[config.mk]
export PLATFORM = sky130hd
export DESIGN_NAME = dmemArbiter
export DESIGN_NICKNAME = d
export VERILOG_FILES = /design/src/design/rvMemWbPkg.sv /design/src/design/dmemArbiter.sv
export VERILOG_INCLUDE_DIRS = /design/src /design/src/design
export SDC_FILE = /design/constraint.sdc
export NUM_CORES = 1
export LEC_CHECK = 0
export ABC_CLOCK_PERIOD_IN_PS = 1400
export BUFFER_PORTS_ARGS = -buffer_cell sky130_fd_sc_hd__buf_2
export CAP_MARGIN = 25
export CORE_AREA = 2 2 94 96
export CTS_BUF_LIST = sky130_fd_sc_hd__clkbuf_8
export CTS_CLUSTER_DIAMETER = 60
export DETAILED_ROUTE_END_ITERATION = 10
export DIE_AREA = 0 0 96 98
export SYNTH_ARGS = -nofsm -noshare
export SYNTH_HDL_FRONTEND = slang
export SYNTH_SLANG_ARGS = --single-unit
[constraint.sdc]
create_clock -name clk -period 1.4 [get_ports clk]
set_input_delay 0.07 -clock clk [delete_from_list [all_inputs] [get_ports clk]]
set_output_delay 0.07 -clock clk [all_outputs]
set_load 0.01 [all_outputs]
[src/design/rvMemWb_cfg.svh]
`ifndef RVMEMWB_CFG_SVH
`define RVMEMWB_CFG_SVH

// ======================================================================
// datapath and memory sizing
// ======================================================================
`define RVMW_XLEN        32     // register and memory word width
`define RVMW_DMEM_WORDS  1024   // data memory depth in words

// ======================================================================
// write back source select codes
// ======================================================================
`define RVMW_WBSRC_ALU   2'b00  // alu result
`define RVMW_WBSRC_IMM   2'b01  // extended immediate for lui
`define RVMW_WBSRC_MEM   2'b10  // extended load data
`define RVMW_WBSRC_PC    2'b11  // pc+4 for jal and jalr

`endif

[src/design/rvMemWbPkg.sv]
`include "rvMemWb_cfg.svh"

package rvMemWbPkg;

    localparam int DMEM_AW = $clog2(`RVMW_DMEM_WORDS); // word address width

    // ======================================================================
    // execute stage outputs captured by the memory stage
    // ======================================================================
    typedef struct packed {
        logic [`RVMW_XLEN-1:0] aluResult;   // alu result, also the memory byte address
        logic [`RVMW_XLEN-1:0] storeData;   // rs2 value for stores
        logic [`RVMW_XLEN-1:0] extendedImm; // immediate for lui
        logic [`RVMW_XLEN-1:0] pcPlus4;     // link value for jal
        logic                  regWriteEn;  // instruction writes rd
        logic                  memRead;     // load strobe
        logic                  memWrite;    // store strobe
        logic [4:0]            rd;          // destination register index
        logic [1:0]            resultSrc;   // write back source code
        logic [2:0]            funct3;      // access size and signedness
    } exToMemT;

    // one data memory access, same shape for pipeline and host
    typedef struct packed {
        logic                  we;       // write
        logic                  re;       // read
        logic [DMEM_AW-1:0]    wordAddr; // word index into the memory
        logic [3:0]            byteEn;   // per byte write enable
        logic [`RVMW_XLEN-1:0] wdata;    // lane aligned write data
    } memReqT;

    // memory stage results handed to write back
    typedef struct packed {
        logic [`RVMW_XLEN-1:0] aluResult;
        logic [`RVMW_XLEN-1:0] loadData;    // already extended
        logic [`RVMW_XLEN-1:0] extendedImm;
        logic [`RVMW_XLEN-1:0] pcPlus4;
        logic                  regWriteEn;
        logic [4:0]            rd;
        logic [1:0]            resultSrc;
    } memToWbT;

    // register file write port
    typedef struct packed {
        logic                  we;
        logic [4:0]            rd;
        logic [`RVMW_XLEN-1:0] data;
    } rfWriteT;

    // a memory word viewed by byte lane or by halfword lane
    typedef union packed {
        logic [3:0][7:0]  bytes;  // bytes[0] is address offset 0
        logic [1:0][15:0] halves; // halves[0] is address offset 0
    } dataWordU;

endpackage

[src/design/dmemArbiter.sv]
`timescale 1ns/100ps
`include "rvMemWb_cfg.svh"

module dmemArbiter (
    input  logic                  clk,
    input  logic                  resetn,
    input  rvMemWbPkg::memReqT    pipeReq_i,   // memory stage request
    input  logic                  hostReq_i,   // held until granted
    input  rvMemWbPkg::memReqT    hostCmd_i,   // host access held with the request
    input  logic [`RVMW_XLEN-1:0] memRdata_i,  // registered word from the memory
    output rvMemWbPkg::memReqT    memReq_o,    // to the memory
    output logic [`RVMW_XLEN-1:0] pipeRdata_o, // returned word for the pipeline
    output logic                  hostGrant_o, // one pulse per issued host access
    output logic [`RVMW_XLEN-1:0] hostRdata_o  // host word, valid the cycle after grant
);

    logic pipeActive; // pipeline accesses memory this cycle
    logic hostOwner;  // last issued access belonged to the host

    // ======================================================================
    // fixed priority select
    // ======================================================================
    assign pipeActive  = pipeReq_i.re | pipeReq_i.we;
    assign hostGrant_o = hostReq_i & ~pipeActive;                // host only on idle pipeline cycles
    assign memReq_o    = hostGrant_o ? hostCmd_i : pipeReq_i;    // idle pipeline request is a nop

    // owner of the access now in flight in the memory
    always_ff @(posedge clk) begin
        if (!resetn) begin
            hostOwner <= 1'b0;
        end else begin
            hostOwner <= hostGrant_o;
        end
    end

    // ======================================================================
    // read data steering
    // ======================================================================
    assign pipeRdata_o = hostOwner ? '0 : memRdata_i;  // pipeline sees zero after a host slot
    assign hostRdata_o = hostOwner ? memRdata_i : '0;  // host sees only its own word

endmodule

==> out/metrics.yaml <==
status: "finished clean"
core_area_sq_um: 8470
startpoint_type: "input pin"
cp-end-kind: "output pin"
top_regs: "hostOwner: 1 flops"
synth_nets: 260
synthCells: 129
grt_max_degree: 65
synthAdderAreaFrac_pct: 0
hold_viol_final: 0
fin_ws_ps: 106
final_net_count: 496
vdd_drop_max_mv: 0.156
final_area_sq_um: 2470
worstSetupPathType: "input pin to output pin"
dpl-instance-area_sq_um: 2470
die_w_um: 96
min_path_type: "input pin to flop"
synth_top_area_cell: "mux2_4"
worst_pin_slew_ps: 273
area_growth_pct: 115
synth_top_family_by_area: "multiplexers"
leakage_nw: 1.48
yosys_register_bits: 1
synth.area.mux_share_pct: 51.7
fmax_mhz: 773
fin_setup_tns_ps: 0
cap_violations: 0
cellPowerDensity_nw_per_um2: 285
period_share_pct: 92.4
holdWs_ps: 274
timing.slew.headroom_pct: 81.8
globalplace.congestion: 0.747
antenna_found_initial: 0
routed_via_density: 3.85
cp_data_required_time_ps: 1330
die_h_um: 98
seqCellArea_sq_um: 20.0
track_usage_pct: 9.71
synth_area_sq_um: 1150
worstHoldPathCells: 2
pre_cts_ws_ps: 95.3
synth_top_area_share_pct: 26.2
drt-pass1-iter-count: 4
yosys.area_share.xor_xnor_pct: 0
io_pins: 244
multi_input_area_sq_um: 1040
clk_pin_slew_ps: 0
max_flop_register: "hostOwner"
vias: 1814
holdBufCountCts: 0
start_util_pct: 13.6
yosys.area_share.simple_pct: 36.9
setup_viol: 0
synth_area_leaders: "mux2_4 (26%), mux2_2 (26%), and2_1 (18%)"
dieArea_sq_um: 9410
grt_pass1_vias: 1731
ys_types: 15
grt_setup_unrepaired: "no"
critPathMaxFanout: 22
maxSlewViolCount: 0
post_drt_wl_per_cell_um: 11.1
n_antenna_cell: 0
final_cells: 471
antenna_left: 0
period_minus_slack_ps: 1290
grt_first_pass_wirelength_um: 7620
cts_setup_buffers: 0
yosysSeqAreaShare_pct: 1.74
largest_register_ffs: 1
drt_wl_total_um: 5220
fp-row-count: 34
dp_hpwl_um: 4780
port_buffers: 243
grt_overflow_total: 0
syn_area_per_cell_sq_um: 8.89
synth_compound_area_share_pct: 1.20
drive_above_1_share_pct: 81.0
crit_arrival_ps: 1220
cts_resized: 0
dp_cells: 471
drtIter0Drc: 32
fill_cells: 919
drc_errors: 0
yosys_warnings: 0
[metrics by stage]
step	util, %	power (mW)
after floorplan	-	0.354
after global placement	29.2	0.702
after detailed placement	29.2	0.712
after CTS	29.2	0.715
after global routing	29.2	0.766
final	29.2	0.705
[cell usage after synthesis (all sizes together)]
| library cell | count |
|---|---|
| a31o | 1 |
| and2 | 33 |
| buf | 6 |
| clkbuf | 6 |
| dfxtp | 1 |
| inv | 1 |
| mux2 | 46 |
| nand2 | 1 |
| nor2b | 32 |
| nor3b | 1 |
| o21ai | 1 |
[critical path: stages]
cell and delay [ps]:
buf_2 120, nor3b_4 290, buf_12 240, mux2_2 350, buf_2 140
[path summary, 6_finish.rpt]
kind	from	to	slack, ps
max	pipeReq_i[47]	memReq_o[1]	110
min	resetn	hostOwner$_SDFF_PN0_	270
[where the power goes]
part           internal [mW]  switching [mW]
Sequential            0.0299        0.000574
Clock                      0               0
Combinational          0.392           0.283
Total                  0.422           0.284
[routing by layer]
layer | GRT usage, % | share of wire (%) | vias to the layer above
li1 | - | - | 895
met1 | 11.2 | 36 | 791
met2 | 19.6 | 53 | 126
met3 | 0.849 | 10 | 2
met4 | 0.549 | 0.25 | 0
met5 | 0 | 0 | -
[layout by cell type (no fill, tap or decap)]
cell type	n
buf_2	243
o21ai_0	1
inv_1	1
a31o_2	1
nand2_1	1
and2_1	33
mux2_4	20
nor2b_1	32
dfxtp_1	1
mux2_2	26
buf_12	3
nor3b_4	1
[area by class of cell]
| type | instances | area share [%] |
|---|---|---|
| sequential | 1 | 0.810 |
| multi-input combinational | 115 | 41.9 |
| inverter | 1 | 0.152 |
| timing repair buffer | 246 | 51.6 |
| tap | 108 | 5.47 |
[kinds of logic (layout without fill, tap and decap cells)]
| kind of cell | count (synthesis) | after routing |
|---|---|---|
| simple gates | 67 | 67 |
| mux | 46 | 46 |
| buf+inv | 13 | 247 |
| compound gates | 2 | 2 |
| flops | 1 | 1 |
Note: power is estimated with default switching activity, not from simulation.
