<file path="src/design/rvMemWb_cfg.svh">
`ifndef RVMEMWB_CFG_SVH
`define RVMEMWB_CFG_SVH

// ======================================================================
// datapath and memory sizing
// ======================================================================
`define RVMW_XLEN        32     // register and memory word width
`define RVMW_DMEM_WORDS  1024   // data memory depth in words

// ======================================================================
// write back source select codes
// ======================================================================
`define RVMW_WBSRC_ALU   2'b00  // alu result
`define RVMW_WBSRC_IMM   2'b01  // extended immediate for lui
`define RVMW_WBSRC_MEM   2'b10  // extended load data
`define RVMW_WBSRC_PC    2'b11  // pc+4 for jal and jalr

`endif

</file>
<file path="src/design/rvMemWbPkg.sv">
`include "rvMemWb_cfg.svh"

package rvMemWbPkg;

    localparam int DMEM_AW = $clog2(`RVMW_DMEM_WORDS); // word address width

    // ======================================================================
    // execute stage outputs captured by the memory stage
    // ======================================================================
    typedef struct packed {
        logic [`RVMW_XLEN-1:0] aluResult;   // alu result, also the memory byte address
        logic [`RVMW_XLEN-1:0] storeData;   // rs2 value for stores
        logic [`RVMW_XLEN-1:0] extendedImm; // immediate for lui
        logic [`RVMW_XLEN-1:0] pcPlus4;     // link value for jal
        logic                  regWriteEn;  // instruction writes rd
        logic                  memRead;     // load strobe
        logic                  memWrite;    // store strobe
        logic [4:0]            rd;          // destination register index
        logic [1:0]            resultSrc;   // write back source code
        logic [2:0]            funct3;      // access size and signedness
    } exToMemT;

    // one data memory access, same shape for pipeline and host
    typedef struct packed {
        logic                  we;       // write
        logic                  re;       // read
        logic [DMEM_AW-1:0]    wordAddr; // word index into the memory
        logic [3:0]            byteEn;   // per byte write enable
        logic [`RVMW_XLEN-1:0] wdata;    // lane aligned write data
    } memReqT;

    // memory stage results handed to write back
    typedef struct packed {
        logic [`RVMW_XLEN-1:0] aluResult;
        logic [`RVMW_XLEN-1:0] loadData;    // already extended
        logic [`RVMW_XLEN-1:0] extendedImm;
        logic [`RVMW_XLEN-1:0] pcPlus4;
        logic                  regWriteEn;
        logic [4:0]            rd;
        logic [1:0]            resultSrc;
    } memToWbT;

    // register file write port
    typedef struct packed {
        logic                  we;
        logic [4:0]            rd;
        logic [`RVMW_XLEN-1:0] data;
    } rfWriteT;

    // a memory word viewed by byte lane or by halfword lane
    typedef union packed {
        logic [3:0][7:0]  bytes;  // bytes[0] is address offset 0
        logic [1:0][15:0] halves; // halves[0] is address offset 0
    } dataWordU;

endpackage

</file>
<file path="src/design/pipelineWB.sv">
`timescale 1ns/100ps
`include "rvMemWb_cfg.svh"

module pipelineWB (
    input  logic                clk,
    input  logic                resetn,
    input  rvMemWbPkg::memToWbT fromMem_i,  // memory stage results
    output rvMemWbPkg::rfWriteT rfWrite_o   // registered register file write
);

    logic [`RVMW_XLEN-1:0] wbData; // selected write back value

    // ======================================================================
    // source select
    // ======================================================================
    always_comb begin
        case (fromMem_i.resultSrc)
            `RVMW_WBSRC_ALU: wbData = fromMem_i.aluResult;    // arithmetic and logic ops
            `RVMW_WBSRC_IMM: wbData = fromMem_i.extendedImm;  // lui
            `RVMW_WBSRC_MEM: wbData = fromMem_i.loadData;     // loads
            `RVMW_WBSRC_PC:  wbData = fromMem_i.pcPlus4;      // jal link
            default:         wbData = fromMem_i.aluResult;
        endcase
    end

    // ======================================================================
    // MEM/WB register
    // ======================================================================
    always_ff @(posedge clk) begin
        rfWrite_o.data <= wbData;                  // data follows without reset
        if (!resetn) begin
            rfWrite_o.we <= 1'b0;
            rfWrite_o.rd <= '0;
        end else begin
            rfWrite_o.we <= fromMem_i.regWriteEn;
            rfWrite_o.rd <= fromMem_i.rd;
        end
    end

endmodule

</file>
<file path="config.mk">
export PLATFORM = sky130hd
export DESIGN_NAME = pipelineWB
export DESIGN_NICKNAME = d
export VERILOG_FILES = /design/src/design/rvMemWbPkg.sv /design/src/design/pipelineWB.sv
export VERILOG_INCLUDE_DIRS = /design/src /design/src/design
export SDC_FILE = /design/constraint.sdc
export NUM_CORES = 1
export LEC_CHECK = 0
export ABC_AREA = 1
export BUFFER_PORTS_ARGS = -buffer_cell sky130_fd_sc_hd__buf_2
export CAP_MARGIN = 20
export CORE_ASPECT_RATIO = 1.75
export CORE_UTILIZATION = 36
export DETAILED_ROUTE_END_ITERATION = 10
export GPL_TIMING_DRIVEN = 1
export PLACE_DENSITY_LB_ADDON = 0.25
export SETUP_SLACK_MARGIN = 0.2
export SKIP_CTS_REPAIR_TIMING = 1
export SLEW_MARGIN = 25
export SYNTH_ARGS = -nofsm -noshare
export SYNTH_HDL_FRONTEND = slang
export SYNTH_SLANG_ARGS = --single-unit
</file>
<file path="constraint.sdc">
create_clock -name clk -period 0.86 [get_ports clk]
set_clock_uncertainty 0.1 [all_clocks]
set_input_delay 0.086 -clock clk [delete_from_list [all_inputs] [get_ports clk]]
set_output_delay 0.086 -clock clk [all_outputs]
set_load 0.005 [all_outputs]
</file>
==> reports/results.txt <==
Width of the chip - 55.0 um
Share of layout cells above drive strength 1 - 55.7%
Maximum VDD drop - 1.29 mV
Initial antenna violation count - 0
P&R area growth vs syn - 73.7%
Post-synth cell types - 8
Largest net degree at the start of global routing - 37
Hold Slack - -0.117 ns
Final Max Slew Viols - 0
Top Ports - 176
Multi-input logic area - 885 um2
# port buffers - 175
Final Hold Vio Count - 38
#FFs+latches synth - 38
Vias in the first global route - 2080
Top reg by flops - rfWrite_o
Initial drt markers - 45
Top Usage Layer GRT - met2
Worst-path clk slew - 0.08 ns
Synth area leader - dfxtp_1
Sequential element share of the synthesized area - 43.0%
Pre-antenna DRT Iters - 4
Critical Path RT - 0.67 ns
Total vias in the final route - 2400
Setup crit end - rfWrite_o[6]
Fin crit period - 0.904 ns
Power density cells - 1500 nW/um2
Via density - 5.16
Asr flop ratio synth - 0%
Final setup margin - -0.0443 ns
TNS Setup - -1.20 ns
RSZ-0062 raised after global routing - yes
Critical Path End Type - output pin
Syn_nets - 374
DR DRC count - 0
Maximum net fanout on the critical path - 1
Top cells by count, synth - nand3_1, dfxtp_1, nand2_1
CP Cell Sequence - buf_6
Antenna violation net count after detailed routing - 0
Highest Clock Rate - 1.11 GHz
Max-Cap Viols - 0
# diodes - 0
Remaining global-route overflow - 0
Clk sinks - 38
GR Util met1 - 20.5%
WL per Instance - 13.7 um
Predominant post-synthesis flop cell - dfxtp_1
Worst Setup Path Type - reg -> out
Hold depth - 3
Register Area - 783 um2
Worst-margin pin slew - 0.210 ns
Total wire length - 6350 um
Crit-path slowest cell - dfxtp_2
Initial Util - 37.6%
GPL Wtd Cong - 0.740
CP Buf/Inv Count - 1
Number of cells on the critical path - 1
Arr. time, crit path - 0.72 ns
Synth Warn # - 0
Worst path max stage delay - 0.32 ns
Final Core Density - 65.3%
CTS tree - yes
Count leader, synth - nand3_1
Outcome - finished, violations left
H-tree levels - 2
CTS Root Cell - clkbuf_8
Max_slew headroom - 86.0%
Max reg flops - 38
EDFF count, synth - 0
First-pass GRT wire length - 8660 um
Startpoint types - flop
Cells after synthesis - 236
CP startpoint - rfWrite_o[6]
Worst Hold Class - in -> reg
Largest delay share family, worst path - flip-flops
Synth Cell Area - 1770 um2
DP HPWL - 4640 um
Syn_area_per_cell - 7.50 um2
Met3 GRT Util - 6.12%
Final setup fails - 38
Static Leak - 0.00157 uW
Die area - 5210 um2
Yosys top cell area share - 43.0%
Num CTS Buffers - 5
Met2 Resource Use GR - 43.9%
Synth area leaders - dfxtp_1, nand3_1, nand4_1, nand2_1, buf_4
Core box area - 4710 um2
Chip height - 94.8 um
Layout fillers - 433
Clock Path Buffers - 2
All-Layer GR Usage - 22.8%
Row count - 33
Largest regs - rfWrite_o: 38 flops
Final Cycle Share - 105%
Failing checks - negative hold slack, negative setup slack
Layout Nets - 550
## routing by layer
layer	vias to the layer above	wire, um
li1	1191	-
met1	1054	2150
met2	142	3420
met3	13	618
met4	0	163
met5	-	0
## worst min path at each step
stage / from / endpoint
3_5_place_dp: fromMem_i[4] / rfWrite_o[34]
3_3_place_gp: fromMem_i[6] / rfWrite_o[36]
6_report: fromMem_i[4] / rfWrite_o[34]
4_1_cts: fromMem_i[4] / rfWrite_o[34]
5_1_grt: fromMem_i[112] / rfWrite_o[8]
2_1_floorplan: resetn / rfWrite_o[32]
## final cells by class
class | instances | share of cell area (%)
multi-input cells | 167 | 28.8
well taps | 52 | 2.12
flip-flops and latches | 38 | 25.5
repair buffers | 192 | 39.1
clock inverters | 3 | 1.30
clock buffers | 5 | 2.24
inverters | 8 | 0.976
## report_power, final
group	switching [uW]	internal [uW]	total (uW)
Clock	636	854	1490
Sequential	55.7	1950	2010
Combinational	480	636	1120
Total	1170	3440	4610
## metrics by stage
step | total power [uW] | instance area, um2 | hold slack [ns] | setup WS, ns | instances
final | 4610 | 3080 | -0.117 | -0.0443 | 465
after global routing | 4860 | 3080 | -0.116 | -0.0842 | 465
after CTS | 4520 | 2900 | -0.126 | -0.0724 | 464
after detailed placement | 3010 | 2790 | 0.176 | -0.0873 | 456
after global placement | 3000 | 2790 | 0.168 | -0.0747 | 456
after floorplan | 2460 | 1900 | 0.0795 | 0.158 | 236
## logic make-up after synthesis
kind of cell | Yosys count | share of synthesized area, %
simple gates | 167 | 46.9
flops | 38 | 43.0
buf+inv | 31 | 10.2
## placed cells by master (no fill, tap or decap)
cell type,instances
buf_12,5
clkbuf_4,1
buf_6,22
bufinv_16,1
dfxtp_2,18
nand3_2,10
buf_2,156
clkinv_2,2
nor2_4,1
nand2_1,38
nand4_1,32
clkbuf_8,5
dfxtp_1,20
inv_2,1
nand3_1,86
buf_4,7
buf_8,1
inv_1,7
No activity file was read; power rests on OpenSTA's default activity.
