`config.mk`:
```
export PLATFORM = sky130hd
export DESIGN_NAME = regFile
export DESIGN_NICKNAME = d
export VERILOG_FILES = /design/src/design/rvMemWbPkg.sv /design/src/design/regFile.sv
export VERILOG_INCLUDE_DIRS = /design/src /design/src/design
export SDC_FILE = /design/constraint.sdc
export NUM_CORES = 2
export LEC_CHECK = 0
export BUFFER_PORTS_ARGS = -buffer_cell sky130_fd_sc_hd__buf_2
export CAP_MARGIN = 20
export CORE_MARGIN = 10
export CORE_UTILIZATION = 28
export CTS_BUF_LIST = sky130_fd_sc_hd__clkbuf_8
export DETAILED_ROUTE_END_ITERATION = 12
export SKIP_LAST_GASP = 1
export SYNTH_ARGS = -nofsm -noshare
export SYNTH_HDL_FRONTEND = slang
export SYNTH_SLANG_ARGS = --single-unit
```
`constraint.sdc`:
```
create_clock -name clk -period 4.7 [get_ports clk]
set_input_delay 0.235 -clock clk [delete_from_list [all_inputs] [get_ports clk]]
set_output_delay 0.235 -clock clk [all_outputs]
set_load 0.05 [all_outputs]
```
`src/design/rvMemWb_cfg.svh`:
```
`ifndef RVMEMWB_CFG_SVH
`define RVMEMWB_CFG_SVH

// ======================================================================
// datapath and memory sizing
// ======================================================================
`define RVMW_XLEN        32     // register and memory word width
`define RVMW_DMEM_WORDS  1024   // data memory depth in words

// ======================================================================
// write back source select codes
// ======================================================================
`define RVMW_WBSRC_ALU   2'b00  // alu result
`define RVMW_WBSRC_IMM   2'b01  // extended immediate for lui
`define RVMW_WBSRC_MEM   2'b10  // extended load data
`define RVMW_WBSRC_PC    2'b11  // pc+4 for jal and jalr

`endif

```
`src/design/rvMemWbPkg.sv`:
```
`include "rvMemWb_cfg.svh"

package rvMemWbPkg;

    localparam int DMEM_AW = $clog2(`RVMW_DMEM_WORDS); // word address width

    // ======================================================================
    // execute stage outputs captured by the memory stage
    // ======================================================================
    typedef struct packed {
        logic [`RVMW_XLEN-1:0] aluResult;   // alu result, also the memory byte address
        logic [`RVMW_XLEN-1:0] storeData;   // rs2 value for stores
        logic [`RVMW_XLEN-1:0] extendedImm; // immediate for lui
        logic [`RVMW_XLEN-1:0] pcPlus4;     // link value for jal
        logic                  regWriteEn;  // instruction writes rd
        logic                  memRead;     // load strobe
        logic                  memWrite;    // store strobe
        logic [4:0]            rd;          // destination register index
        logic [1:0]            resultSrc;   // write back source code
        logic [2:0]            funct3;      // access size and signedness
    } exToMemT;

    // one data memory access, same shape for pipeline and host
    typedef struct packed {
        logic                  we;       // write
        logic                  re;       // read
        logic [DMEM_AW-1:0]    wordAddr; // word index into the memory
        logic [3:0]            byteEn;   // per byte write enable
        logic [`RVMW_XLEN-1:0] wdata;    // lane aligned write data
    } memReqT;

    // memory stage results handed to write back
    typedef struct packed {
        logic [`RVMW_XLEN-1:0] aluResult;
        logic [`RVMW_XLEN-1:0] loadData;    // already extended
        logic [`RVMW_XLEN-1:0] extendedImm;
        logic [`RVMW_XLEN-1:0] pcPlus4;
        logic                  regWriteEn;
        logic [4:0]            rd;
        logic [1:0]            resultSrc;
    } memToWbT;

    // register file write port
    typedef struct packed {
        logic                  we;
        logic [4:0]            rd;
        logic [`RVMW_XLEN-1:0] data;
    } rfWriteT;

    // a memory word viewed by byte lane or by halfword lane
    typedef union packed {
        logic [3:0][7:0]  bytes;  // bytes[0] is address offset 0
        logic [1:0][15:0] halves; // halves[0] is address offset 0
    } dataWordU;

endpackage

```
`src/design/regFile.sv`:
```
`timescale 1ns/100ps
`include "rvMemWb_cfg.svh"

module regFile (
    input  logic                  clk,
    input  logic                  resetn,
    input  rvMemWbPkg::rfWriteT   write_i,    // write port from write back
    input  logic [4:0]            rs1Addr_i,
    input  logic [4:0]            rs2Addr_i,
    output logic [`RVMW_XLEN-1:0] rs1Data_o,
    output logic [`RVMW_XLEN-1:0] rs2Data_o
);

    localparam int NREGS = 32; // x0 to x31

    logic [`RVMW_XLEN-1:0] regs [NREGS];

    // ======================================================================
    // write port
    // ======================================================================
    always_ff @(posedge clk) begin
        if (!resetn) begin
            for (int r = 0; r < NREGS; r++) begin
                regs[r] <= '0;                      // whole file cleared
            end
        end else if (write_i.we && (write_i.rd != 5'd0)) begin
            regs[write_i.rd] <= write_i.data;       // x0 never written so it stays zero
        end
    end

    // ======================================================================
    // read ports
    // ======================================================================
    assign rs1Data_o = regs[rs1Addr_i]; // no write bypass
    assign rs2Data_o = regs[rs2Addr_i];

endmodule

```
==> run_results.csv <==
group,metric,value,unit
timing,worst_hold_slack,0.0697,ns
synth,seq_area_frac_synth,0.552,
floorplanning,die_h,466,um
critical_path,cp.required,4.47,ns
timing,fmax,0.319,GHz
hold_path,hold_path_end,"regs[4][27]$_SDFFCE_PN0P_",
layout,instances_no_fill,7476,
timing,finalHoldViolCount,0,
placement,post-dp-hpwl,127000,um
cts,cts_resized,0,
timing,fin_setup_tns,0,ns
global_route,grt_pass1_wl,292000,um
timing,rsz0062_at_grt,"false",
detailed_routing,drtIter0Drc,4638,
synth,synthesis.instances,4609,
cts,cts_sinks,1024,
layout,layout.nets,4733,
critical_path,arrival,2.90,ns
hold_path,hp-class,"input pin to register",
hold_path,min_from,"write_i[27]",
run,drv_cap,0,
floorplanning,fp.dieArea,0.217,mm^2
floorplanning,start_util,0.282,
global_route,grt-ovfl-total,0,
power,leakagePower,24.5,nW
critical_path,crit_path_max_fanout,61,
synth,synth-edff-count,1024,
synth,synth_cell_types,32,
timing,slew_headroom,0.214,
synth,synth_seq_cells,1024,
power,ir_drop,0.317,mV
floorplanning,io_pins,114,
detailed_routing,viasPerCell,5.30,
detailed_routing,antenna_violating_nets_post_route,0,
global_route,grt_usage,0.183,
cts,post_cts_buffers,0,
timing,drv_slew,0,
outcome,status,"complete, no violations",
layout,areaGrowthSynthToFinish,14.0,%
critical_path,endpoint_kind,"output pin",
timing,fin_crit,3.14,ns
global_route,grt_pass1_vias,39800,
timing,setup_viol,0,
power,total_power,21.5,mW
synth,synth-async-reset-ratio,0,
cts,postCtsHoldBufs,30,
timing,max_slew.worst_pin.slew,1.18,ns
placement,io_buffers,113,
layout,largest_reg_flops,1024,
layout,top_regs,"regs x1024",
placement,place_congestion,0.854,
detailed_routing,routed_wl,208000,um
critical_path,cp-start-kind,"input pin",
synth,syn_area,0.0557,mm^2
placement,dp.cells,7112,
cts,cts_buffer_depth,3,
cts,cts_root_buffer,"clkbuf_8",
floorplanning,die_x,466,um
critical_path,crit_type,"input pin to output pin",
timing,final.period_utilization,0.668,
synth,synth_ff_type,"edfxtp_1",
detailed_routing,routedWlPerCell,27.8,um
floorplanning,row_count,163,
cts,tritoncts,"built",
floorplanning,core,0.198,mm^2
synth,yosysWarnings,0,
power,cellPowerDensity,338,mW/mm^2
cts,path_clk_slew,0.06,ns
global_route,antenna_found_initial,21,
detailed_routing,drc,0,
detailed_routing,vias,39600,
synth,syn-mean-instance-area,12.1,um^2
global_route,grt_max_degree,90,
detailed_routing,drt_first_pass_iters,6,
cts,htreeDepth,4,
hold_path,hold_depth,2,
layout,regMostFlops,"regs",
layout,layout-drive-gt1-share,0.120,
cts,cts_made_buffers,179,
==> cell usage in the layout (no fill, tap or decap), types with 16 or more instances in the layout <==
cell and n:
dlygate4sd3_1 30, diode_2 16, conb_1 32, buf_2 110, nand3_1 193, a22o_1 128, nor3_1 64, o21ai_4 31
a21oi_1 192, inv_1 62, buf_4 134, edfxtp_1 1024, nor2_4 33, a31oi_1 64, a22oi_1 192, and2_1 992
mux2i_1 1024, nand2_1 194, clkinv_1 43, clkinv_2 17, buf_12 35, clkbuf_8 182
==> per-layer routing <==
layer / wire length, um / vias up / global-route usage
li1: - / 17100 / -
met1: 85000 / 20200 / 0.234
met2: 97600 / 1918 / 0.301
met3: 15600 / 471 / 0.0328
met4: 9510 / 0 / 0.0842
met5: 0 / - / 0
==> stage by stage <==
stage / area, um^2 / setup slack [ns] / util
floorplan: 55800 / 1.11 / -
global placement: 59900 / 1.40 / 0.303
detailed placement: 60000 / 1.37 / 0.304
CTS: 63500 / 1.58 / 0.321
global route: 63500 / 1.45 / 0.321
finish: 63500 / 1.56 / 0.321
==> critical path: stages <==
cell	delay (ns)
buf_8	0.55
buf_4	0.57
buf_4	0.45
mux2i_1	0.23
a22oi_1	0.11
a31oi_1	0.27
nand3_1	0.14
buf_2	0.24
==> area by class of cell <==
class                   instances  area (um^2)
diodes                         16         40.0
clock buffers                 182         2500
clock inverters               136          668
fillers                     19700       134000
inverters                       1         3.75
multi-input cells            3165        23600
flip-flops and latches       1024        30700
well taps                    2640         3300
repair buffers                312         2620
==> how the worst max path moves through the flow <==
| stage | start | endpoint | slack (ns) | depth (start not counted) |
|---|---|---|---|---|
| floorplan | resetn | regs[24][0]$_SDFFCE_PN0P_ | 1.11 | 4 |
| global placement | resetn | regs[28][27]$_SDFFCE_PN0P_ | 1.40 | 5 |
| detailed placement | resetn | regs[28][30]$_SDFFCE_PN0P_ | 1.37 | 5 |
| CTS | regs[17][30]$_SDFFCE_PN0P_ | rs1Data_o[30] | 1.58 | 5 |
| global route | rs2Addr_i[1] | rs2Data_o[15] | 1.45 | 8 |
| finish | rs2Addr_i[1] | rs2Data_o[14] | 1.56 | 8 |
==> power by group <==
part	switching (mW)	total, mW	internal (mW)
Combinational	2.09	3.00	0.912
Clock	3.91	7.62	3.71
Sequential	0.285	10.8	10.6
Total	6.29	21.5	15.2
==> synth_stat cells (2+ instances only) <==
cell | instances | area share
or2_2 | 2 | 0.00022
nor2_1 | 23 | 0.0015
buf_6 | 3 | 0.00061
clkbuf_1 | 254 | 0.017
buf_1 | 33 | 0.0022
nor2_4 | 5 | 0.0010
nor3_1 | 64 | 0.0057
nand3_1 | 193 | 0.017
nand3b_1 | 3 | 0.00040
nor2_2 | 7 | 0.00079
nand2b_1 | 4 | 0.00045
and2_1 | 994 | 0.11
a22oi_1 | 192 | 0.026
edfxtp_1 | 1024 | 0.55
buf_2 | 82 | 0.0074
nand2_1 | 196 | 0.013
a31oi_1 | 64 | 0.0072
a21oi_1 | 192 | 0.017
buf_4 | 60 | 0.0081
or3b_1 | 2 | 0.00031
nor2b_1 | 4 | 0.00045
o21ai_0 | 31 | 0.0028
a22o_1 | 128 | 0.020
clkbuf_2 | 18 | 0.0016
mux2i_1 | 1024 | 0.18
==> logic make-up after synthesis <==
kind of cell / Yosys count / synth area share
other cells: 1 / 0.0000673
compound gates: 607 / 0.0732
mux: 1024 / 0.184
flops: 1024 / 0.552
buf+inv: 451 / 0.0371
simple gates: 1502 / 0.154
(Power assumes the default switching activity.)
