==> src/design/rvMemWb_cfg.svh <==
`ifndef RVMEMWB_CFG_SVH
`define RVMEMWB_CFG_SVH

// ======================================================================
// datapath and memory sizing
// ======================================================================
`define RVMW_XLEN        32     // register and memory word width
`define RVMW_DMEM_WORDS  1024   // data memory depth in words

// ======================================================================
// write back source select codes
// ======================================================================
`define RVMW_WBSRC_ALU   2'b00  // alu result
`define RVMW_WBSRC_IMM   2'b01  // extended immediate for lui
`define RVMW_WBSRC_MEM   2'b10  // extended load data
`define RVMW_WBSRC_PC    2'b11  // pc+4 for jal and jalr

`endif

==> src/design/rvMemWbPkg.sv <==
`include "rvMemWb_cfg.svh"

package rvMemWbPkg;

    localparam int DMEM_AW = $clog2(`RVMW_DMEM_WORDS); // word address width

    // ======================================================================
    // execute stage outputs captured by the memory stage
    // ======================================================================
    typedef struct packed {
        logic [`RVMW_XLEN-1:0] aluResult;   // alu result, also the memory byte address
        logic [`RVMW_XLEN-1:0] storeData;   // rs2 value for stores
        logic [`RVMW_XLEN-1:0] extendedImm; // immediate for lui
        logic [`RVMW_XLEN-1:0] pcPlus4;     // link value for jal
        logic                  regWriteEn;  // instruction writes rd
        logic                  memRead;     // load strobe
        logic                  memWrite;    // store strobe
        logic [4:0]            rd;          // destination register index
        logic [1:0]            resultSrc;   // write back source code
        logic [2:0]            funct3;      // access size and signedness
    } exToMemT;

    // one data memory access, same shape for pipeline and host
    typedef struct packed {
        logic                  we;       // write
        logic                  re;       // read
        logic [DMEM_AW-1:0]    wordAddr; // word index into the memory
        logic [3:0]            byteEn;   // per byte write enable
        logic [`RVMW_XLEN-1:0] wdata;    // lane aligned write data
    } memReqT;

    // memory stage results handed to write back
    typedef struct packed {
        logic [`RVMW_XLEN-1:0] aluResult;
        logic [`RVMW_XLEN-1:0] loadData;    // already extended
        logic [`RVMW_XLEN-1:0] extendedImm;
        logic [`RVMW_XLEN-1:0] pcPlus4;
        logic                  regWriteEn;
        logic [4:0]            rd;
        logic [1:0]            resultSrc;
    } memToWbT;

    // register file write port
    typedef struct packed {
        logic                  we;
        logic [4:0]            rd;
        logic [`RVMW_XLEN-1:0] data;
    } rfWriteT;

    // a memory word viewed by byte lane or by halfword lane
    typedef union packed {
        logic [3:0][7:0]  bytes;  // bytes[0] is address offset 0
        logic [1:0][15:0] halves; // halves[0] is address offset 0
    } dataWordU;

endpackage

==> src/design/pipelineMEM.sv <==
`timescale 1ns/100ps
`include "rvMemWb_cfg.svh"

module pipelineMEM (
    input  logic                  clk,
    input  logic                  resetn,
    input  rvMemWbPkg::exToMemT   exIn_i,     // execute stage bundle
    output rvMemWbPkg::memReqT    memReq_o,   // pipeline memory request
    input  logic [`RVMW_XLEN-1:0] memRdata_i, // word for the instruction now in M
    output rvMemWbPkg::memToWbT   toWb_o      // results for write back
);

    import rvMemWbPkg::*;

    // funct3[1:0] access sizes, funct3[2] marks the unsigned loads
    localparam logic [1:0] SIZE_B = 2'b00;
    localparam logic [1:0] SIZE_H = 2'b01;
    localparam logic [1:0] SIZE_W = 2'b10;

    exToMemT               mReg;       // EX/MEM register
    dataWordU              stWord;     // store data placed on its lanes
    dataWordU              ldWord;     // returned word split into lanes
    logic [3:0]            byteEn;     // store lane enables
    logic [7:0]            ldByte;     // addressed byte of the load word
    logic [15:0]           ldHalf;     // addressed halfword of the load word
    logic                  ldSignExt;  // sign extend the narrow load
    logic [`RVMW_XLEN-1:0] loadData;   // extended load result

    // ======================================================================
    // request side, built from the unregistered EX bundle
    // ======================================================================
    always_comb begin
        stWord = dataWordU'(exIn_i.storeData); // word store default
        byteEn = 4'b1111;
        case (exIn_i.funct3[1:0])
            SIZE_B: begin
                stWord.bytes = {4{exIn_i.storeData[7:0]}};     // byte on every lane
                byteEn       = 4'b0001 << exIn_i.aluResult[1:0];
            end
            SIZE_H: begin
                stWord.halves = {2{exIn_i.storeData[15:0]}};   // halfword on both lanes
                byteEn        = exIn_i.aluResult[1] ? 4'b1100 : 4'b0011;
            end
            SIZE_W: begin
                byteEn = 4'b1111;
            end
            default: begin
                byteEn = 4'b1111;
            end
        endcase
    end

    always_comb begin
        memReq_o.we       = exIn_i.memWrite;
        memReq_o.re       = exIn_i.memRead;
        memReq_o.wordAddr = exIn_i.aluResult[DMEM_AW+1:2]; // drop the byte offset
        memReq_o.byteEn   = byteEn;
        memReq_o.wdata    = stWord;
    end

    // ======================================================================
    // EX/MEM register
    // ======================================================================
    always_ff @(posedge clk) begin
        mReg <= exIn_i;                 // payload carries no reset
        if (!resetn) begin
            mReg.regWriteEn <= 1'b0;
            mReg.memRead    <= 1'b0;
            mReg.memWrite   <= 1'b0;
        end
    end

    // ======================================================================
    // load lane select and extension
    // ======================================================================
    assign ldWord = dataWordU'(memRdata_i);

    always_comb begin
        ldByte    = ldWord.bytes[mReg.aluResult[1:0]];   // registered offset picks the lane
        ldHalf    = ldWord.halves[mReg.aluResult[1]];
        ldSignExt = ~mReg.funct3[2];                      // lb and lh
        case (mReg.funct3[1:0])
            SIZE_B:  loadData = {{(`RVMW_XLEN-8){ldSignExt & ldByte[7]}}, ldByte};
            SIZE_H:  loadData = {{(`RVMW_XLEN-16){ldSignExt & ldHalf[15]}}, ldHalf};
            default: loadData = memRdata_i;               // lw
        endcase
    end

    always_comb begin
        toWb_o.aluResult   = mReg.aluResult;
        toWb_o.loadData    = loadData;
        toWb_o.extendedImm = mReg.extendedImm;
        toWb_o.pcPlus4     = mReg.pcPlus4;
        toWb_o.regWriteEn  = mReg.regWriteEn;
        toWb_o.rd          = mReg.rd;
        toWb_o.resultSrc   = mReg.resultSrc;
    end

endmodule

==> config.mk <==
export PLATFORM = sky130hd
export DESIGN_NAME = pipelineMEM
export DESIGN_NICKNAME = d
export VERILOG_FILES = /design/src/design/rvMemWbPkg.sv /design/src/design/pipelineMEM.sv
export VERILOG_INCLUDE_DIRS = /design/src /design/src/design
export SDC_FILE = /design/constraint.sdc
export NUM_CORES = 1
export LEC_CHECK = 0
export ABC_CLOCK_PERIOD_IN_PS = 4150
export BUFFER_PORTS_ARGS = -buffer_cell sky130_fd_sc_hd__buf_4
export CAP_MARGIN = 10
export CORE_AREA = 4 4 138 140
export DETAILED_ROUTE_END_ITERATION = 8
export DIE_AREA = 0 0 142 144
export GPL_TIMING_DRIVEN = 0
export PLACE_DENSITY = 0.5
export SLEW_MARGIN = 20
export SYNTH_ARGS = -nofsm -noshare
export SYNTH_HDL_FRONTEND = slang
export SYNTH_SLANG_ARGS = --single-unit
==> constraint.sdc <==
create_clock -name clk -period 4.15 [get_ports clk]
set_input_delay 0.6225 -clock clk [delete_from_list [all_inputs] [get_ports clk]]
set_output_delay 0.6225 -clock clk [all_outputs]
set_load 0.005 [all_outputs]
==> impl_metrics.yaml <==
outcome:
  status: "finished, final reports clean"
timing:
  relSlewSlack: 0.488
  fmax_mhz: 382
  fin_crit_sh: 0.630
  finalSetupViolCount: 0
  rsz0062_at_grt: "false"
  tightestPinTransition_ns: 0.765
  tns_ns: 0
  drv_slew: 0
  hold_violations: 0
  fin_crit_ns: 2.62
cts:
  cts_max_level: 3
  hold_buffers: 0
  cts_sinks: 107
  cts_tree: "built"
  cts_setup_buffers: 0
  cts_root_buffer: "clkbuf_16"
  post_cts_resized: 0
  cts_buffers: 9
  clkSlewWorstSetupHoldPaths_ns: 0.08
  clk_path_buf_depth: 2
logic_synthesis:
  synth.yosys.warnings: 0
  synth_fp_nets: 591
  yosys.area_share.simple: 0.112
  synth-edff-count: 0
  synthMuxAreaShare: 0.0646
  synth_xor_area_frac: 0
  synth_compound_area_frac: 0.0750
  dominantRegCellSynth: "dfxtp_1"
  syn-cell-area_mm2: 0.00420
  synth_seq_cells: 107
  yosysSeqAreaShare: 0.510
  synthAdderAreaFrac: 0
  ys_types: 31
  syn_inst: 416
  synth_top_family_by_area: "buffers and inverters"
  async_flop_share: 0
  avgSynthCellArea_um2: 10.1
die:
  die-area_mm2: 0.0204
  start_util: 0.236
  io_pins: 359
  die_h_um: 144
  die_w_um: 142
  core_area_mm2: 0.0178
  row_count: 49
drt:
  via_per_inst: 3.91
  drtAntennaViolNets: 0
  routed_wl_um: 15300
  detail_route.iter0.violations: 109
  post_drt_wl_per_cell_um: 15.1
  drcViolationCount: 0
  firstDrtPassIters: 4
  num_vias: 3968
power:
  powerDensity_mw_per_mm2: 337
  leakagePower_nw: 3.92
  ir_worst_vdd_mv: 0.221
  power_mw: 2.52
global_route:
  grt_antenna_before_repair: 0
  grt_pass1_wl_um: 21800
  overflow: 0
  grt_pass1_vias: 4119
  grt_max_degree: 20
  grt_util_all_layers: 0.139
hold_path:
  min_path_type: "in2reg"
  hold_path_end: "toWb_o[27]$_DFF_P_"
  hp-start: "exIn_i[32]"
  hold_path_depth: 1
placed_design:
  dpl.hpwl_um: 13200
  portBuffers: 356
  gp_congestion: 0.897
final_layout:
  drive_above_1_share: 0.673
  diodes: 0
  fillers: 1795
  area_delta_synth_final_pct: 77.7
  finalNetCount: 958
  layout_commonest_cell: "buf_4"
  final_cell_mix: "buf_4, dfxtp_1, nand2_1"
critical_path:
  end_kind: "primary output"
  crit_path_start_kind: "flip-flop"
  critPathKind: "reg2out"
  path_max_fanout: 10
  crit_required_ns: 3.53
  arrival_ns: 1.99
flow_run:
  maxCapViolations: 0
flip-flops by register name, summed over array words and instances, names as in the netlist:
signal  flops
toWb_o    104
mReg        3
critical path, stage by stage (launching register included):
cell and delay (ns):
dfxtp_1 0.45, clkbuf_1 0.34, buf_2 0.30, o21bai_1 0.22
nand2_1 0.13, o21ai_1 0.08, buf_4 0.15
synthesized netlist by cell type, types with 3 or more instances:
cell type / count / area (µm²)
buf_2: 4 / 20.0
o21ai_0: 9 / 45.0
mux2i_1: 8 / 80.1
nand2_1: 68 / 255
a221o_1: 8 / 80.1
clkbuf_1: 10 / 37.5
dfxtp_1: 107 / 2140
nand2b_1: 9 / 56.3
o21bai_1: 3 / 22.5
a22oi_1: 7 / 52.6
nand2_2: 10 / 62.6
nor2_1: 3 / 11.3
o21ai_1: 7 / 35.0
buf_4: 124 / 931
nor2b_1: 6 / 37.5
mux2_2: 16 / 180
final cells by class:
type                    count  area (µm²)  area share
clock inverters             6        83.8      0.0112
well taps                 229         287      0.0383
inverters                   1        3.75    0.000502
multi-input cells         169        1060       0.142
repair buffers            356        2670       0.358
flip-flops and latches    107        2140       0.287
clock buffers               9         225      0.0301
plain buffers             139        1000       0.134
through the flow:
stage,hold WS [ns],cell area [µm²],utilization,std cells,setup slack (ns)
after floorplan,0.650,4200,-,416,2.03
after global placement,0.727,7160,0.402,1001,1.65
after detailed placement,0.728,7160,0.402,1001,1.63
after CTS,0.347,7470,0.419,1016,1.50
after global routing,0.343,7470,0.419,1016,1.34
final,0.372,7470,0.419,1016,1.53
kinds of logic after synthesis:
group | after synthesis
AOI/OAI and AO/OA | 41
muxes | 25
and+or+nand+nor | 103
buffers and inverters | 140
DFF | 107
per-layer routing:
metal | global-route usage | wire length, µm | vias up
met1 | 0.136 | 5050 | 1778
met2 | 0.256 | 8130 | 214
met5 | 0 | 0 | -
met4 | 0.0571 | 408 | 0
li1 | - | - | 1953
met3 | 0.0599 | 1720 | 23
how the worst max path moves through the flow:
stage / start / to / slack [ns] / cells after the start
floorplan: memRdata_i[23] / toWb_o[100] / 2.03 / 5
global placement: exIn_i[1] / memReq_o[27] / 1.65 / 6
detailed placement: exIn_i[1] / memReq_o[26] / 1.63 / 6
CTS: toWb_o[105]$_DFF_P_ / toWb_o[77] / 1.50 / 6
global route: toWb_o[105]$_DFF_P_ / toWb_o[75] / 1.34 / 6
finish: toWb_o[105]$_DFF_P_ / toWb_o[72] / 1.53 / 6
report_power, final:
part           internal, mW  switching, mW  total, mW  leakage, nW
Combinational         0.353          0.182      0.535         2.87
Sequential             1.08         0.0173       1.10        0.903
Clock                 0.480          0.402      0.882        0.151
Total                  1.91          0.601       2.52         3.92
Power figures use the tool's default switching activity.
